$ cat config.mk
export PLATFORM = sky130hd
export DESIGN_NAME = runner_core
export DESIGN_NICKNAME = d
export VERILOG_FILES = /design/src/verilog/runner_pkg.sv /design/src/verilog/collision_judge.sv /design/src/verilog/frame_sequencer.sv /design/src/verilog/player_physics.sv /design/src/verilog/runner_core.sv /design/src/verilog/track_store.sv
export VERILOG_INCLUDE_DIRS = /design/src /design/src/verilog
export SDC_FILE = /design/constraint.sdc
export NUM_CORES = 1
export LEC_CHECK = 0
export BUFFER_PORTS_ARGS = -buffer_cell sky130_fd_sc_hd__buf_2
export CAP_MARGIN = 25
export CELL_PAD_IN_SITES_DETAIL_PLACEMENT = 1
export CELL_PAD_IN_SITES_GLOBAL_PLACEMENT = 2
export CORE_MARGIN = 4
export CORE_UTILIZATION = 38
export DETAILED_ROUTE_END_ITERATION = 6
export PLACE_DENSITY = 0.76
export SETUP_SLACK_MARGIN = 0.3
export SYNTH_ARGS = -nofsm -noshare
export SYNTH_HDL_FRONTEND = slang
export SYNTH_SLANG_ARGS = --single-unit
$ cat constraint.sdc
create_clock -name clk_render -period 3.9 [get_ports clk_render]
set_input_delay 0.39 -clock clk_render [delete_from_list [all_inputs] [get_ports clk_render]]
set_output_delay 0.39 -clock clk_render [all_outputs]
set_load 0.02 [all_outputs]
$ cat src/verilog/runner_consts.svh
`ifndef RUNNER_CONSTS_SVH
`define RUNNER_CONSTS_SVH

// track geometry
`define TRACK_SLOTS 16      // obstacle slots held in the track store
`define DEPTH_W     12      // distance from obstacle to player

// lanes, numbered 0 (left) to LANE_COUNT-1 (right)
`define LANE_COUNT  3
`define START_LANE  1       // middle lane after reset

// player vertical state, signed
`define HEIGHT_W    12

// score counter
`define SCORE_W     16

// heights the player must reach to clear an obstacle
`define LOW_CLEAR   64      // low barrier
`define TRAIN_TOP   256     // roof of a train car

// idle cycles between frames
`define GAP_W       8

`endif

$ cat src/verilog/runner_pkg.sv
`include "runner_consts.svh"

package runner_pkg;

    typedef enum logic [1:0] {
        KIND_NONE  = 2'd0,  // empty word, dropped on load
        KIND_LOW   = 2'd1,  // jump over it
        KIND_HIGH  = 2'd2,  // duck under it
        KIND_TRAIN = 2'd3   // climb on top or change lane
    } obstacle_kind_e;

    typedef struct packed {
        obstacle_kind_e      kind;
        logic [1:0]          lane;
        logic [`DEPTH_W-1:0] depth;  // 0 means level with the player
    } obstacle_t;

    // button order matches the board: left, duck, jump, right
    typedef struct packed {
        logic left;
        logic duck;
        logic jump;
        logic right;
    } controls_t;

    typedef struct packed {
        logic [1:0]                 lane;
        logic signed [`HEIGHT_W-1:0] height;
        logic                       ducking;
        logic [3:0]                 step;    // depth units per frame, also score per frame
    } player_t;

    typedef struct packed {
        logic                       game_over;
        logic [1:0]                 lane;
        logic signed [`HEIGHT_W-1:0] height;
        logic                       ducking;
        logic [`SCORE_W-1:0]        score;
    } runner_status_t;

    // speeds outside the table run at the slowest pace
    function automatic logic [3:0] speed_step(input logic [3:0] speed);
        case (speed)
            4'd2, 4'd4, 4'd8: speed_step = speed;
            default:          speed_step = 4'd1;
        endcase
    endfunction

endpackage

$ cat src/verilog/collision_judge.sv
`timescale 1ns/100ps
`include "runner_consts.svh"

module collision_judge (
    input  logic                  clk_render,
    input  logic                  reset,
    input  runner_pkg::player_t   player,
    input  runner_pkg::obstacle_t scan_obstacle,
    input  logic                  scan_valid,
    input  logic                  scan_done,
    output logic                  game_over,
    output logic [`SCORE_W-1:0]   score
);

    import runner_pkg::*;

    logic level;  // obstacle has reached the player in the player's lane
    logic hit;

    assign level = (scan_obstacle.depth == '0) && (scan_obstacle.lane == player.lane);

    // each kind has its own way to be cleared
    always_comb begin
        case (scan_obstacle.kind)
            KIND_LOW:   hit = level && (player.height < `LOW_CLEAR);
            KIND_HIGH:  hit = level && !player.ducking;
            KIND_TRAIN: hit = level && (player.height < `TRAIN_TOP);
            default:    hit = 1'b0;
        endcase
    end

    always_ff @(posedge clk_render) begin
        if (reset) begin
            game_over <= 1'b0;
            score     <= '0;
        end else begin
            if (scan_valid && hit) game_over <= 1'b1;  // sticky until reset

            // the whole scan is judged before the frame scores
            if (scan_done && !game_over) score <= score + `SCORE_W'(player.step);
        end
    end

endmodule

$ cat src/verilog/frame_sequencer.sv
`timescale 1ns/100ps
`include "runner_consts.svh"

module frame_sequencer (
    input  logic               clk_render,
    input  logic               reset,
    input  logic [`GAP_W-1:0]  frame_gap,
    input  logic               scan_done,
    output logic               frame_start,
    output logic               frame_done
);

    typedef enum logic [1:0] {
        ST_LAUNCH,    // issue frame_start
        ST_SCANNING,  // wait for the track scan to finish
        ST_GAP        // idle between frames
    } seq_state_e;

    seq_state_e         state;
    logic [`GAP_W-1:0]  gap_cnt;
    logic [`GAP_W-1:0]  gap_limit;
    logic               gap_over;

    // a gap of zero still idles one cycle
    assign gap_limit = (frame_gap == '0) ? `GAP_W'(1) : frame_gap;
    assign gap_over  = (gap_cnt >= gap_limit - 1'b1);

    always_ff @(posedge clk_render) begin
        if (reset) begin
            state       <= ST_GAP;
            gap_cnt     <= '1;    // saturated, so the first gap ends at once
            frame_start <= 1'b0;
            frame_done  <= 1'b0;
        end else begin
            frame_start <= 1'b0;  // both are single cycle pulses
            frame_done  <= 1'b0;
            case (state)
                ST_LAUNCH: begin
                    frame_start <= 1'b1;
                    state       <= ST_SCANNING;
                end
                ST_SCANNING: begin
                    if (scan_done) begin
                        frame_done <= 1'b1;  // status settles on the same edge
                        gap_cnt    <= '0;
                        state      <= ST_GAP;
                    end
                end
                ST_GAP: begin
                    if (gap_over) state <= ST_LAUNCH;
                    else gap_cnt <= gap_cnt + 1'b1;
                end
                default: state <= ST_GAP;
            endcase
        end
    end

endmodule

$ cat src/verilog/player_physics.sv
`timescale 1ns/100ps
`include "runner_consts.svh"

module player_physics (
    input  logic                  clk_render,
    input  logic                  reset,
    input  logic                  frame_start,
    input  logic [3:0]            speed,
    input  runner_pkg::controls_t controls,
    input  logic                  freeze,
    output runner_pkg::player_t   player
);

    import runner_pkg::*;

    localparam int HEIGHT_MAX = 2 ** (`HEIGHT_W - 1) - 1;

    controls_t                    ctrl_prev;   // sample from the previous frame
    controls_t                    ctrl_edge;
    logic [1:0]                   lane_q;
    logic [1:0]                   lane_next;
    logic signed [`HEIGHT_W-1:0]  height_q;
    logic signed [`HEIGHT_W-1:0]  height_next;
    logic signed [`HEIGHT_W-1:0]  velocity;
    logic signed [`HEIGHT_W-1:0]  vel_start;
    logic signed [`HEIGHT_W-1:0]  vel_next;
    logic signed [`HEIGHT_W+1:0]  height_sum;  // two spare bits for the overflow check
    logic signed [`HEIGHT_W-1:0]  gravity;
    logic signed [`HEIGHT_W-1:0]  jump_vel;
    logic [7:0]                   duck_len;
    logic [7:0]                   duck_cnt;
    logic [3:0]                   step_q;

    assign ctrl_edge = controls_t'(controls & ~ctrl_prev);  // rising edges only

    // difficulty table, faster pace means heavier gravity and shorter ducks
    always_comb begin
        case (speed)
            4'd2: begin
                gravity  = `HEIGHT_W'(4);
                duck_len = 8'd64;
                jump_vel = `HEIGHT_W'(220);
            end
            4'd4: begin
                gravity  = `HEIGHT_W'(15);
                duck_len = 8'd32;
                jump_vel = `HEIGHT_W'(470);
            end
            4'd8: begin
                gravity  = `HEIGHT_W'(60);
                duck_len = 8'd16;
                jump_vel = `HEIGHT_W'(360);
            end
            default: begin
                gravity  = `HEIGHT_W'(1);
                duck_len = 8'd128;
                jump_vel = `HEIGHT_W'(108);
            end
        endcase
    end

    // opposing edges in one frame cancel out
    always_comb begin
        lane_next = lane_q;
        if (ctrl_edge.left && !ctrl_edge.right && lane_q != 2'd0)
            lane_next = lane_q - 2'd1;
        else if (ctrl_edge.right && !ctrl_edge.left && lane_q != 2'(`LANE_COUNT - 1))
            lane_next = lane_q + 2'd1;
    end

    always_comb begin
        vel_start  = (ctrl_edge.jump && height_q == '0) ? jump_vel : velocity;  // only from ground
        height_sum = height_q + vel_start;
        if (height_sum <= 0) begin
            height_next = '0;   // landed
            vel_next    = '0;
        end else if (height_sum > HEIGHT_MAX) begin
            height_next = `HEIGHT_W'(HEIGHT_MAX);  // top of the height range
            vel_next    = vel_start - gravity;
        end else begin
            height_next = height_sum[`HEIGHT_W-1:0];
            vel_next    = vel_start - gravity;
        end
    end

    always_ff @(posedge clk_render) begin
        if (reset) begin
            ctrl_prev <= '0;
            lane_q    <= 2'(`START_LANE);
            height_q  <= '0;
            velocity  <= '0;
            duck_cnt  <= '0;
            step_q    <= 4'd1;
        end else if (frame_start) begin
            ctrl_prev <= controls;
            if (!freeze) begin
                lane_q   <= lane_next;
                height_q <= height_next;
                velocity <= vel_next;
                step_q   <= speed_step(speed);
                if (ctrl_edge.duck) duck_cnt <= duck_len;  // a new duck restarts the timer
                else if (duck_cnt != '0) duck_cnt <= duck_cnt - 1'b1;
            end
        end
    end

    assign player = '{lane: lane_q, height: height_q, ducking: (duck_cnt != '0), step: step_q};

endmodule

$ cat src/verilog/runner_core.sv
`timescale 1ns/100ps
`include "runner_consts.svh"

module runner_core (
    input  logic                       clk_render,
    input  logic                       reset,
    input  logic [3:0]                 speed,
    input  runner_pkg::controls_t      controls,    // clean levels, no bounce
    input  logic [`GAP_W-1:0]          frame_gap,
    input  runner_pkg::obstacle_t      obstacle_in,
    input  logic                       obstacle_in_valid,
    output logic                       obstacle_in_ready,
    output runner_pkg::runner_status_t status,
    output logic                       frame_done
);

    import runner_pkg::*;

    logic                 frame_start;
    logic                 scan_valid;
    logic                 scan_done;
    logic                 game_over;
    logic [`SCORE_W-1:0]  score;
    obstacle_t            scan_obstacle;
    player_t              player;

    frame_sequencer u_sequencer (
        .clk_render  (clk_render),
        .reset       (reset),
        .frame_gap   (frame_gap),
        .scan_done   (scan_done),
        .frame_start (frame_start),
        .frame_done  (frame_done)
    );

    track_store u_track (
        .clk_render        (clk_render),
        .reset             (reset),
        .frame_start       (frame_start),
        .speed             (speed),
        .obstacle_in       (obstacle_in),
        .obstacle_in_valid (obstacle_in_valid),
        .obstacle_in_ready (obstacle_in_ready),
        .scan_obstacle     (scan_obstacle),
        .scan_valid        (scan_valid),
        .scan_done         (scan_done)
    );

    player_physics u_physics (
        .clk_render  (clk_render),
        .reset       (reset),
        .frame_start (frame_start),
        .speed       (speed),
        .controls    (controls),
        .freeze      (game_over),   // player stops moving once the game is lost
        .player      (player)
    );

    collision_judge u_judge (
        .clk_render    (clk_render),
        .reset         (reset),
        .player        (player),
        .scan_obstacle (scan_obstacle),
        .scan_valid    (scan_valid),
        .scan_done     (scan_done),
        .game_over     (game_over),
        .score         (score)
    );

    assign status = '{
        game_over: game_over,
        lane:      player.lane,
        height:    player.height,
        ducking:   player.ducking,
        score:     score
    };

endmodule

$ cat src/verilog/track_store.sv
`timescale 1ns/100ps
`include "runner_consts.svh"

module track_store (
    input  logic                clk_render,
    input  logic                reset,
    input  logic                frame_start,
    input  logic [3:0]          speed,
    input  runner_pkg::obstacle_t obstacle_in,
    input  logic                obstacle_in_valid,
    output logic                obstacle_in_ready,
    output runner_pkg::obstacle_t scan_obstacle,
    output logic                scan_valid,
    output logic                scan_done
);

    import runner_pkg::*;

    localparam int SLOT_W = $clog2(`TRACK_SLOTS);

    obstacle_t                slot_q [`TRACK_SLOTS];  // obstacle payloads
    logic [`TRACK_SLOTS-1:0]  occupied;               // one flag per slot
    logic                     scanning;
    logic [SLOT_W-1:0]        scan_idx;
    logic [SLOT_W-1:0]        free_idx;
    logic                     all_full;
    logic                     load_fire;
    logic [3:0]               step;

    assign step = speed_step(speed);  // same pace the physics uses

    // lowest free slot, scanned from the top so index 0 wins
    always_comb begin
        free_idx = '0;
        for (int i = `TRACK_SLOTS - 1; i >= 0; i--) begin
            if (!occupied[i]) free_idx = SLOT_W'(i);
        end
    end

    assign all_full = &occupied;

    // no loading while the frame ages and scans the slots
    assign obstacle_in_ready = !all_full && !frame_start && !scanning && !scan_done;
    assign load_fire         = obstacle_in_valid && obstacle_in_ready;

    // scan stream, one slot per cycle, empty slots give no valid
    assign scan_obstacle = slot_q[scan_idx];
    assign scan_valid    = scanning && occupied[scan_idx];

    // payload path
    always_ff @(posedge clk_render) begin
        if (frame_start) begin
            for (int i = 0; i < `TRACK_SLOTS; i++) begin
                if (slot_q[i].depth > `DEPTH_W'(step))
                    slot_q[i].depth <= slot_q[i].depth - `DEPTH_W'(step);
                else
                    slot_q[i].depth <= '0;  // saturate at the player
            end
        end else if (load_fire) begin
            slot_q[free_idx] <= obstacle_in;
        end
    end

    // occupancy and scan control
    always_ff @(posedge clk_render) begin
        if (reset) begin
            occupied  <= '0;
            scanning  <= 1'b0;
            scan_idx  <= '0;
            scan_done <= 1'b0;
        end else begin
            scan_done <= 1'b0;
            if (frame_start) begin
                // an obstacle already at depth 0 was passed last frame
                for (int i = 0; i < `TRACK_SLOTS; i++) begin
                    if (slot_q[i].depth == '0) occupied[i] <= 1'b0;
                end
                scanning <= 1'b1;
                scan_idx <= '0;
            end else if (scanning) begin
                scan_idx <= scan_idx + 1'b1;  // wraps back to 0 after the last slot
                if (scan_idx == SLOT_W'(`TRACK_SLOTS - 1)) begin
                    scanning  <= 1'b0;
                    scan_done <= 1'b1;
                end
            end else if (load_fire && obstacle_in.kind != KIND_NONE) begin
                occupied[free_idx] <= 1'b1;  // kind none is taken but never stored
            end
        end
    end

endmodule
==> results of run 1 <==
-- routing by layer --
metal / up-vias / GRT usage / wire, um
met3: 88 / 0.0314 / 1980
met4: 0 / 0.0504 / 1540
met2: 209 / 0.371 / 33200
met1: 8632 / 0.259 / 28700
met5: - / 0 / 0
li1: 8271 / - / -
-- worst max path at each step --
stage                                startpoint                     end  depth (start not counted)
after floorplan                        speed[2]   u_track.slot_q[8][11]                         11
after global placement             frame_gap[3]  u_sequencer.gap_cnt[3]                         17
after detailed placement  u_physics.height_q[8]  u_physics.velocity[11]                         16
after CTS                 u_physics.height_q[8]  u_physics.velocity[11]                         16
after global routing      u_physics.height_q[8]   u_physics.velocity[9]                         20
final                     u_physics.height_q[8]  u_physics.velocity[11]                         16
-- power breakdown --
group	switching (mW)	internal (mW)
Combinational	3.01	2.63
Clock	1.73	2.63
Sequential	0.529	4.89
Total	5.27	10.1
-- per-stage QoR --
stage          cells  hold WS (ns)   util  setup WS, ns
2_1_floorplan   2153         0.422      -       -0.0472
3_5_place_dp    3040         0.447  0.422        -0.122
6_report        3135        0.0612  0.454         0.150
4_1_cts         3128        0.0288  0.451         0.149
3_3_place_gp    3040         0.445  0.422       -0.0109
5_1_grt         3135        0.0690  0.454       -0.0570
-- logic make-up (layout without fill, tap and decap cells) --
| logic type | Yosys count | in the layout | share of synthesized area |
|---|---|---|---|
| simple gates | 757 | 757 | 0.167 |
| compound gates | 386 | 386 | 0.118 |
| flops | 353 | 353 | 0.435 |
| buf+inv | 189 | 406 | 0.0375 |
| xor+xnor | 174 | 174 | 0.0689 |
| mux | 173 | 173 | 0.0988 |
| fa+ha+maj | 121 | 121 | 0.0749 |
-- cells in the final DEF (no fill, tap or decap), types with 45 or more instances in the layout --
cell type,instances
ha_1,95
mux2_2,133
nor2_1,231
o21ai_0,70
edfxtp_1,256
nand2_1,182
xor2_1,46
clkbuf_16,49
nor3_1,60
buf_4,164
xnor2_1,128
dfxtp_1,95
a21oi_1,66
buf_2,68
a21o_1,45
nor4_1,61
inv_1,80
-- sequential cells by signal, summed over array words and instances, names as in the netlist, named ones only --
signal                   flops
u_physics.ctrl_prev          4
u_track.scanning             1
u_physics.step_q             4
u_physics.duck_cnt           8
u_track.scan_idx             4
u_judge.game_over            1
u_physics.velocity          12
u_judge.score               16
u_physics.height_q          12
u_sequencer.gap_cnt          8
u_track.slot_q             256
u_sequencer.frame_done       1
u_track.occupied            16
u_sequencer.state            2
u_physics.lane_q             2
u_track.scan_done            1
u_sequencer.frame_start      1
-- area by class of cell --
class                      instances  area (um2)
clock buffer                      60        1310
clock inverter                    24         240
fill                            6397       31500
inverter                          81         308
multi-input combinational       1611       12000
sequential                       353        9630
tap                              765         957
timing repair buffer             241        1720
-- tightest hold or removal path, stage by stage --
cell     delay [ns]
buf_2          0.08
mux2i_1        0.06
nor2_1         0.08
-- timing repair --
action / in CTS / in global routing
setup buffers: 4 / 7
pin swaps: 7 / 11
gates resized for setup: 24 / 32
setup endpoints to repair: 23 / 28
hold buffers: 0 / 0
==> flow_metrics.env, run 1 <==
export IMPL_row_count=88
export IMPL_synth_most_common_cell="edfxtp_1"
export IMPL_synthDominantAreaCellType="edfxtp_1"
export IMPL_clk_pin_slew_ns=0.06
export IMPL_area_delta_synth_final_pct=18.4
export IMPL_worstMarginPinSlew_ns=0.902
export IMPL_number_of_nets_at_the_end_of_the_flow=2489
export IMPL_worstHoldStart="controls[1]"
export IMPL_yosys_register_bits=353
export IMPL_synth_area_top_cells="edfxtp_1 (35%), dfxtp_1 (8.8%), mux2_2 (6.8%), ha_1 (5.8%), xnor2_1 (5.1%)"
export IMPL_grt_antenna_before_repair=0
export IMPL_die_area_mm2=0.0622
export IMPL_worstReg2RegEnd="u_physics.velocity[11]"
export IMPL_crit_path_max_incr_delay_ns=0.46
export IMPL_first_global_vias=18300
export IMPL_hold_viol=0
export IMPL_grt_pass1_wl_um=103000
export IMPL_postSynthCellCount=2153
export IMPL_grt_overflow_total=0
export IMPL_critical_path_peak_fanout=6
export IMPL_final_min_clock_period_ns=3.75
export IMPL_die_x_um=249
export IMPL_drv_cap=0
export IMPL_antenna_cells_inserted=0
export IMPL_floorplan_core_area_mm2=0.0577
export IMPL_critPathSlowestCell="a2111o_1"
export IMPL_final_layout_size_suffix_gt1_frac=0.236
export IMPL_post_synth_instance_area_mm2=0.0221
export IMPL_min_period_over_period=0.961
export IMPL_worstPathArrival_ns=4.28
export IMPL_worst_setup_path_type="reg -> reg"
export IMPL_leakage_dissipation_nw=9.51
export IMPL_fp_dieH_um=249
export IMPL_crit_buf_inv=3
export IMPL_post_synth_top_area_share=0.347
export IMPL_synth_lib_cells_used_distinct=79
export IMPL_post_route_drc_count=0
export IMPL_start_util=0.384
export IMPL_stdcell_area_mm2=0.0262
export IMPL_reg2reg_slack_ns=0.15
export IMPL_post_synth_most_frequent_cells="edfxtp_1 (256), nor2_1 (232), nand2_1 (184), mux2_2 (133), xnor2_1 (128)"
export IMPL_gp_congestion=0.850
export IMPL_min_delay_worst_endpoint="u_physics.ctrl_prev[1]"
export IMPL_timing_final_setup_violations=0
export IMPL_setup_tns_final_ns=0
export IMPL_hold_depth=3
export IMPL_critical_path_top_delay_family="compound AO/OA/AOI/OAI gates"
export IMPL_numCtsBuffers=45
export IMPL_worst_reg2reg_startpoint="u_physics.height_q[8]"
export IMPL_critPathRequiredTime_ns=4.43
export IMPL_yosysSeqAreaShare=0.435
export IMPL_drt_pass1_iter_count=5
export IMPL_route_detailed_vias_per_inst=5.49
export IMPL_number_of_h_tree_levels=2
export IMPL_worstRegToRegCells=16
export IMPL_placement_cell_area_mm2=0.0243
export IMPL_route_final_wire_length_um=65400
export IMPL_startpoint_class="flop"
export IMPL_synth_fp_nets=2309
export IMPL_root_buffer="clkbuf_16"
export IMPL_report_final_slew_viol_count=0
export IMPL_ir_worst_vdd_mv=0.352
export IMPL_fmax_mhz=267
export IMPL_p_per_area_mw_per_mm2=588
export IMPL_grt_start_max_net_pins=59
export IMPL_place_detailed_hpwl_um=45200
export IMPL_port_buffers=68
export IMPL_yosys_warns=0
export IMPL_outcome="complete, no violations"
export IMPL_drt_wirelength_per_cell_um=20.9
export IMPL_vias=17200
export IMPL_track_usage=0.206
export IMPL_ios=69
export IMPL_postSynth_asyncResetShare=0
export IMPL_power_total_mw=15.4
export IMPL_edff_count_synth=256
export IMPL_rsz0062_at_grt="true"
export IMPL_synthFlopType="edfxtp_1"
export IMPL_timing_critical_path_mode_cell="a211o_1"
export IMPL_clock_latency_ns=0.58
export IMPL_drt_iter0_markers=740
export IMPL_critical_path_cell_by_cell="nor3_2, buf_4, nor4b_4, buf_4, nand3_4, buf_6, o21ai_4, ha_4, a211o_1, a2111o_1, a31oi_4, mux2i_1, a211o_1, a31o_4, nor4_1, a211o_1"
export IMPL_clock_sink_count=353
export IMPL_tritoncts_clock_tree="done"
export IMPL_clock_tree_buffer_depth=3
export IMPL_finalClockSkew_ns=0.0207
export IMPL_hold_class="in -> reg"
export IMPL_kind_of_capture_point_of_the_worst_setup_path="flop"
export IMPL_maxSlewHeadroom=0.394
export IMPL_drtAntennaViolNets=0
export IMPL_postSynthAreaPerCell_um2=10.3
No activity file was read; power rests on OpenSTA's default activity.
==> inputs of run 2 (changes only) <==
--- a/config.mk
+++ b/config.mk
@@ -14,6 +14,7 @@
 export CORE_UTILIZATION = 38
 export DETAILED_ROUTE_END_ITERATION = 6
 export PLACE_DENSITY = 0.76
+export RECOVER_POWER = 50
 export SETUP_SLACK_MARGIN = 0.3
 export SYNTH_ARGS = -nofsm -noshare
 export SYNTH_HDL_FRONTEND = slang
==> run 2 against run 1 <==
Effect of this change:
- the flow now finishes with violations (capacitance limit, slew limit)
- cell count stayed put
- setup slack better by 0.014 ns
- maximum frequency is 0.37% higher
- non-clock buffer count stayed put
- first-iteration DRC count is 1.9% higher
- flip-flop and latch count stayed put
- register-to-register slack hardly changed
- clock skew hardly changed
- clock power hardly changed
- worst hold slack better by 0.0019 ns
- largest cell class unchanged
- largest power group unchanged
==> flow_metrics.env, run 2 (synthesized netlist as in run 1, its figures left out) <==
export IMPL_place_detailed_hpwl_um=45200
export IMPL_worstMarginPinSlew_ns=1.60
export IMPL_startpoint_class="flop"
export IMPL_port_buffers=68
export IMPL_final_min_clock_period_ns=3.74
export IMPL_start_util=0.384
export IMPL_largest_register_ff_count=256
export IMPL_grt_antenna_before_repair=0
export IMPL_outcome="finished, violations left"
export IMPL_reg2reg_slack_ns=0.16
export IMPL_dp_cells=3040
export IMPL_grt_start_max_net_pins=59
export IMPL_grt_pass1_wl_um=103000
export IMPL_drt_wirelength_per_cell_um=20.9
export IMPL_root_buffer="clkbuf_16"
export IMPL_hold_class="in -> reg"
export IMPL_internal_power_mw=10.1
export IMPL_instances_no_fill=3135
export IMPL_whs_ns=0.0632
export IMPL_worstPathArrival_ns=4.27
export IMPL_kind_of_capture_point_of_the_worst_setup_path="flop"
export IMPL_worstRegToRegCells=16
export IMPL_number_of_h_tree_levels=2
export IMPL_worstReg2RegEnd="u_physics.velocity[11]"
export IMPL_biggestRegsByFlops="u_track.slot_q: 256 flops, u_judge.score: 16 flops, u_track.occupied: 16 flops"
export IMPL_min_delay_worst_endpoint="u_physics.ctrl_prev[1]"
export IMPL_seq_power_share=0.352
export IMPL_number_of_nets_at_the_end_of_the_flow=2489
export IMPL_ir_worst_vdd_mv=0.351
export IMPL_clock_sink_count=353
export IMPL_timing_critical_path_mode_cell="a211o_1"
export IMPL_power_total_mw=15.4
export IMPL_track_usage=0.206
export IMPL_power_frac_comb=0.365
export IMPL_die_area_mm2=0.0622
export IMPL_maxSlewHeadroom=-0.0639
export IMPL_min_period_over_period=0.958
export IMPL_final_layout_size_suffix_gt1_frac=0.208
export IMPL_floorplan_core_area_mm2=0.0577
export IMPL_gp_congestion=0.850
export IMPL_post_route_drc_count=0
export IMPL_drtAntennaViolNets=0
export IMPL_crit_path_max_incr_delay_ns=0.46
export IMPL_ios=69
export IMPL_switching_power_mw=5.26
export IMPL_largest_register="u_track.slot_q"
export IMPL_p_per_area_mw_per_mm2=591
export IMPL_critical_path_cell_by_cell="nor3_2, buf_4, nor4b_4, buf_4, nand3_4, buf_6, o21ai_4, ha_4, a211o_1, a2111o_1, a31oi_4, mux2i_1, a211o_1, a31o_4, nor4_1, a211o_1"
export IMPL_route_final_wire_length_um=65400
export IMPL_route_detailed_vias_per_inst=5.48
export IMPL_most_common_library_cell_in_the_layout_ignoring_fill_and_taps="edfxtp_1"
export IMPL_violations="capacitance limit, slew limit"
export IMPL_numCtsBuffers=45
export IMPL_area_delta_synth_final_pct=17.6
export IMPL_hold_depth=3
export IMPL_report_final_slew_viol_count=59
export IMPL_first_global_vias=18300
export IMPL_grt_overflow_total=0
export IMPL_timing_final_setup_violations=0
export IMPL_worst_setup_path_type="reg -> reg"
export IMPL_netSwitchingFraction=0.342
export IMPL_finalClockSkew_ns=0.0208
export IMPL_critical_path_peak_fanout=6
export IMPL_layout_cells_most_common_list="edfxtp_1 (256), nor2_1 (231), nand2_1 (182)"
export IMPL_p_clk_frac=0.283
export IMPL_fmax_mhz=268
export IMPL_post_route_worst_setup_slack_ns=0.164
export IMPL_placement_setup_worst_slack_ns=-0.122
export IMPL_die_x_um=249
export IMPL_row_count=88
export IMPL_filler_cell_count=6417
export IMPL_critPathSlowestCell="a2111o_1"
export IMPL_clk_pin_slew_ns=0.06
export IMPL_clock_tree_buffer_depth=3
export IMPL_drv_cap=1
export IMPL_worstHoldStart="controls[1]"
export IMPL_critPathRequiredTime_ns=4.43
export IMPL_vias=17200
export IMPL_worst_reg2reg_startpoint="u_physics.height_q[8]"
export IMPL_rsz0062_at_grt="true"
export IMPL_tritoncts_clock_tree="done"
export IMPL_hold_viol=0
export IMPL_clock_latency_ns=0.58
export IMPL_leakage_dissipation_nw=9.27
export IMPL_drt_iter0_markers=754
export IMPL_fp_dieH_um=249
export IMPL_antenna_cells_inserted=0
export IMPL_drt_pass1_iter_count=5
-- run 2: cell types whose count changed in the layout (fill, tap and decap cells not counted), moves of 2 or more --
cell,previous run,this run
nor3_1,60,62
or2_2,15,12
buf_2,68,32
buf_4,164,142
clkbuf_1,7,64
or2_0,1,3
-- run 2: per-layer routing --
layer / GRT usage / routed length, um / up-vias
met5: 0 / 0 / -
met3: 0.0314 / 2000 / 88
met2: 0.371 / 33100 / 218
met4: 0.0504 / 1540 / 0
li1: - / - / 8272
met1: 0.259 / 28700 / 8601
-- run 2: stage by stage --
| stage | instance area [um2] | util | TNS [ns] |
|---|---|---|---|
| 5_1_grt | 26000 | 0.451 | -0.461 |
| 3_3_place_gp | 24300 | 0.422 | -0.0280 |
| 6_report | 26000 | 0.451 | 0 |
| 4_1_cts | 26000 | 0.451 | 0 |
| 2_1_floorplan | 22300 | - | -0.135 |
| 3_5_place_dp | 24300 | 0.422 | -1.06 |
-- run 2: how the worst max path moves through the flow --
| stage | from | to | slack [ns] |
|---|---|---|---|
| final | u_physics.height_q[8] | u_physics.velocity[11] | 0.16 |
| after global routing | u_physics.height_q[8] | u_physics.velocity[9] | -0.06 |
| after CTS | u_physics.height_q[8] | u_physics.velocity[11] | 0.15 |
| after detailed placement | u_physics.height_q[8] | u_physics.velocity[11] | -0.12 |
| after global placement | frame_gap[3] | u_sequencer.gap_cnt[3] | -0.01 |
| after floorplan | speed[2] | u_track.slot_q[8][11] | -0.05 |
-- run 2: what timing repair did --
item	CTS	global route
pin swaps	7	11
setup endpoints to repair	23	28
hold buffers	0	0
resized for setup	24	32
buffers inserted	4	7
-- run 2: critical path, delay by kind of cell, from the launching register on --
kind	cells	cell delay [ns]
AO/OA/AOI/OAI	7	1.86
AND/OR/NAND/NOR	4	0.69
buffers and inverters	3	0.46
flip-flops	1	0.32
adder cells (fa/ha/maj)	1	0.23
multiplexers	1	0.11
-- run 2: final cells by class --
cell class	instances	area [um2]	share of cell area
repair buffers	241	1590	0.0611
inverters	81	308	0.0118
clock inverters	24	240	0.00923
flip-flops and latches	353	9630	0.370
well taps	765	957	0.0368
clock buffers	60	1310	0.0502
multi-input cells	1611	12000	0.461
-- run 2: power groups by stage --
| stage | combinational [mW] | sequential, mW | clock [mW] |
|---|---|---|---|
| after global placement | 5.13 | 5.45 | 0 |
| after global routing | 6.24 | 5.50 | 4.60 |
| after floorplan | 3.81 | 5.30 | 0 |
| final | 5.61 | 5.42 | 4.35 |
| after CTS | 5.49 | 5.41 | 4.46 |
| after detailed placement | 5.33 | 5.48 | 0 |
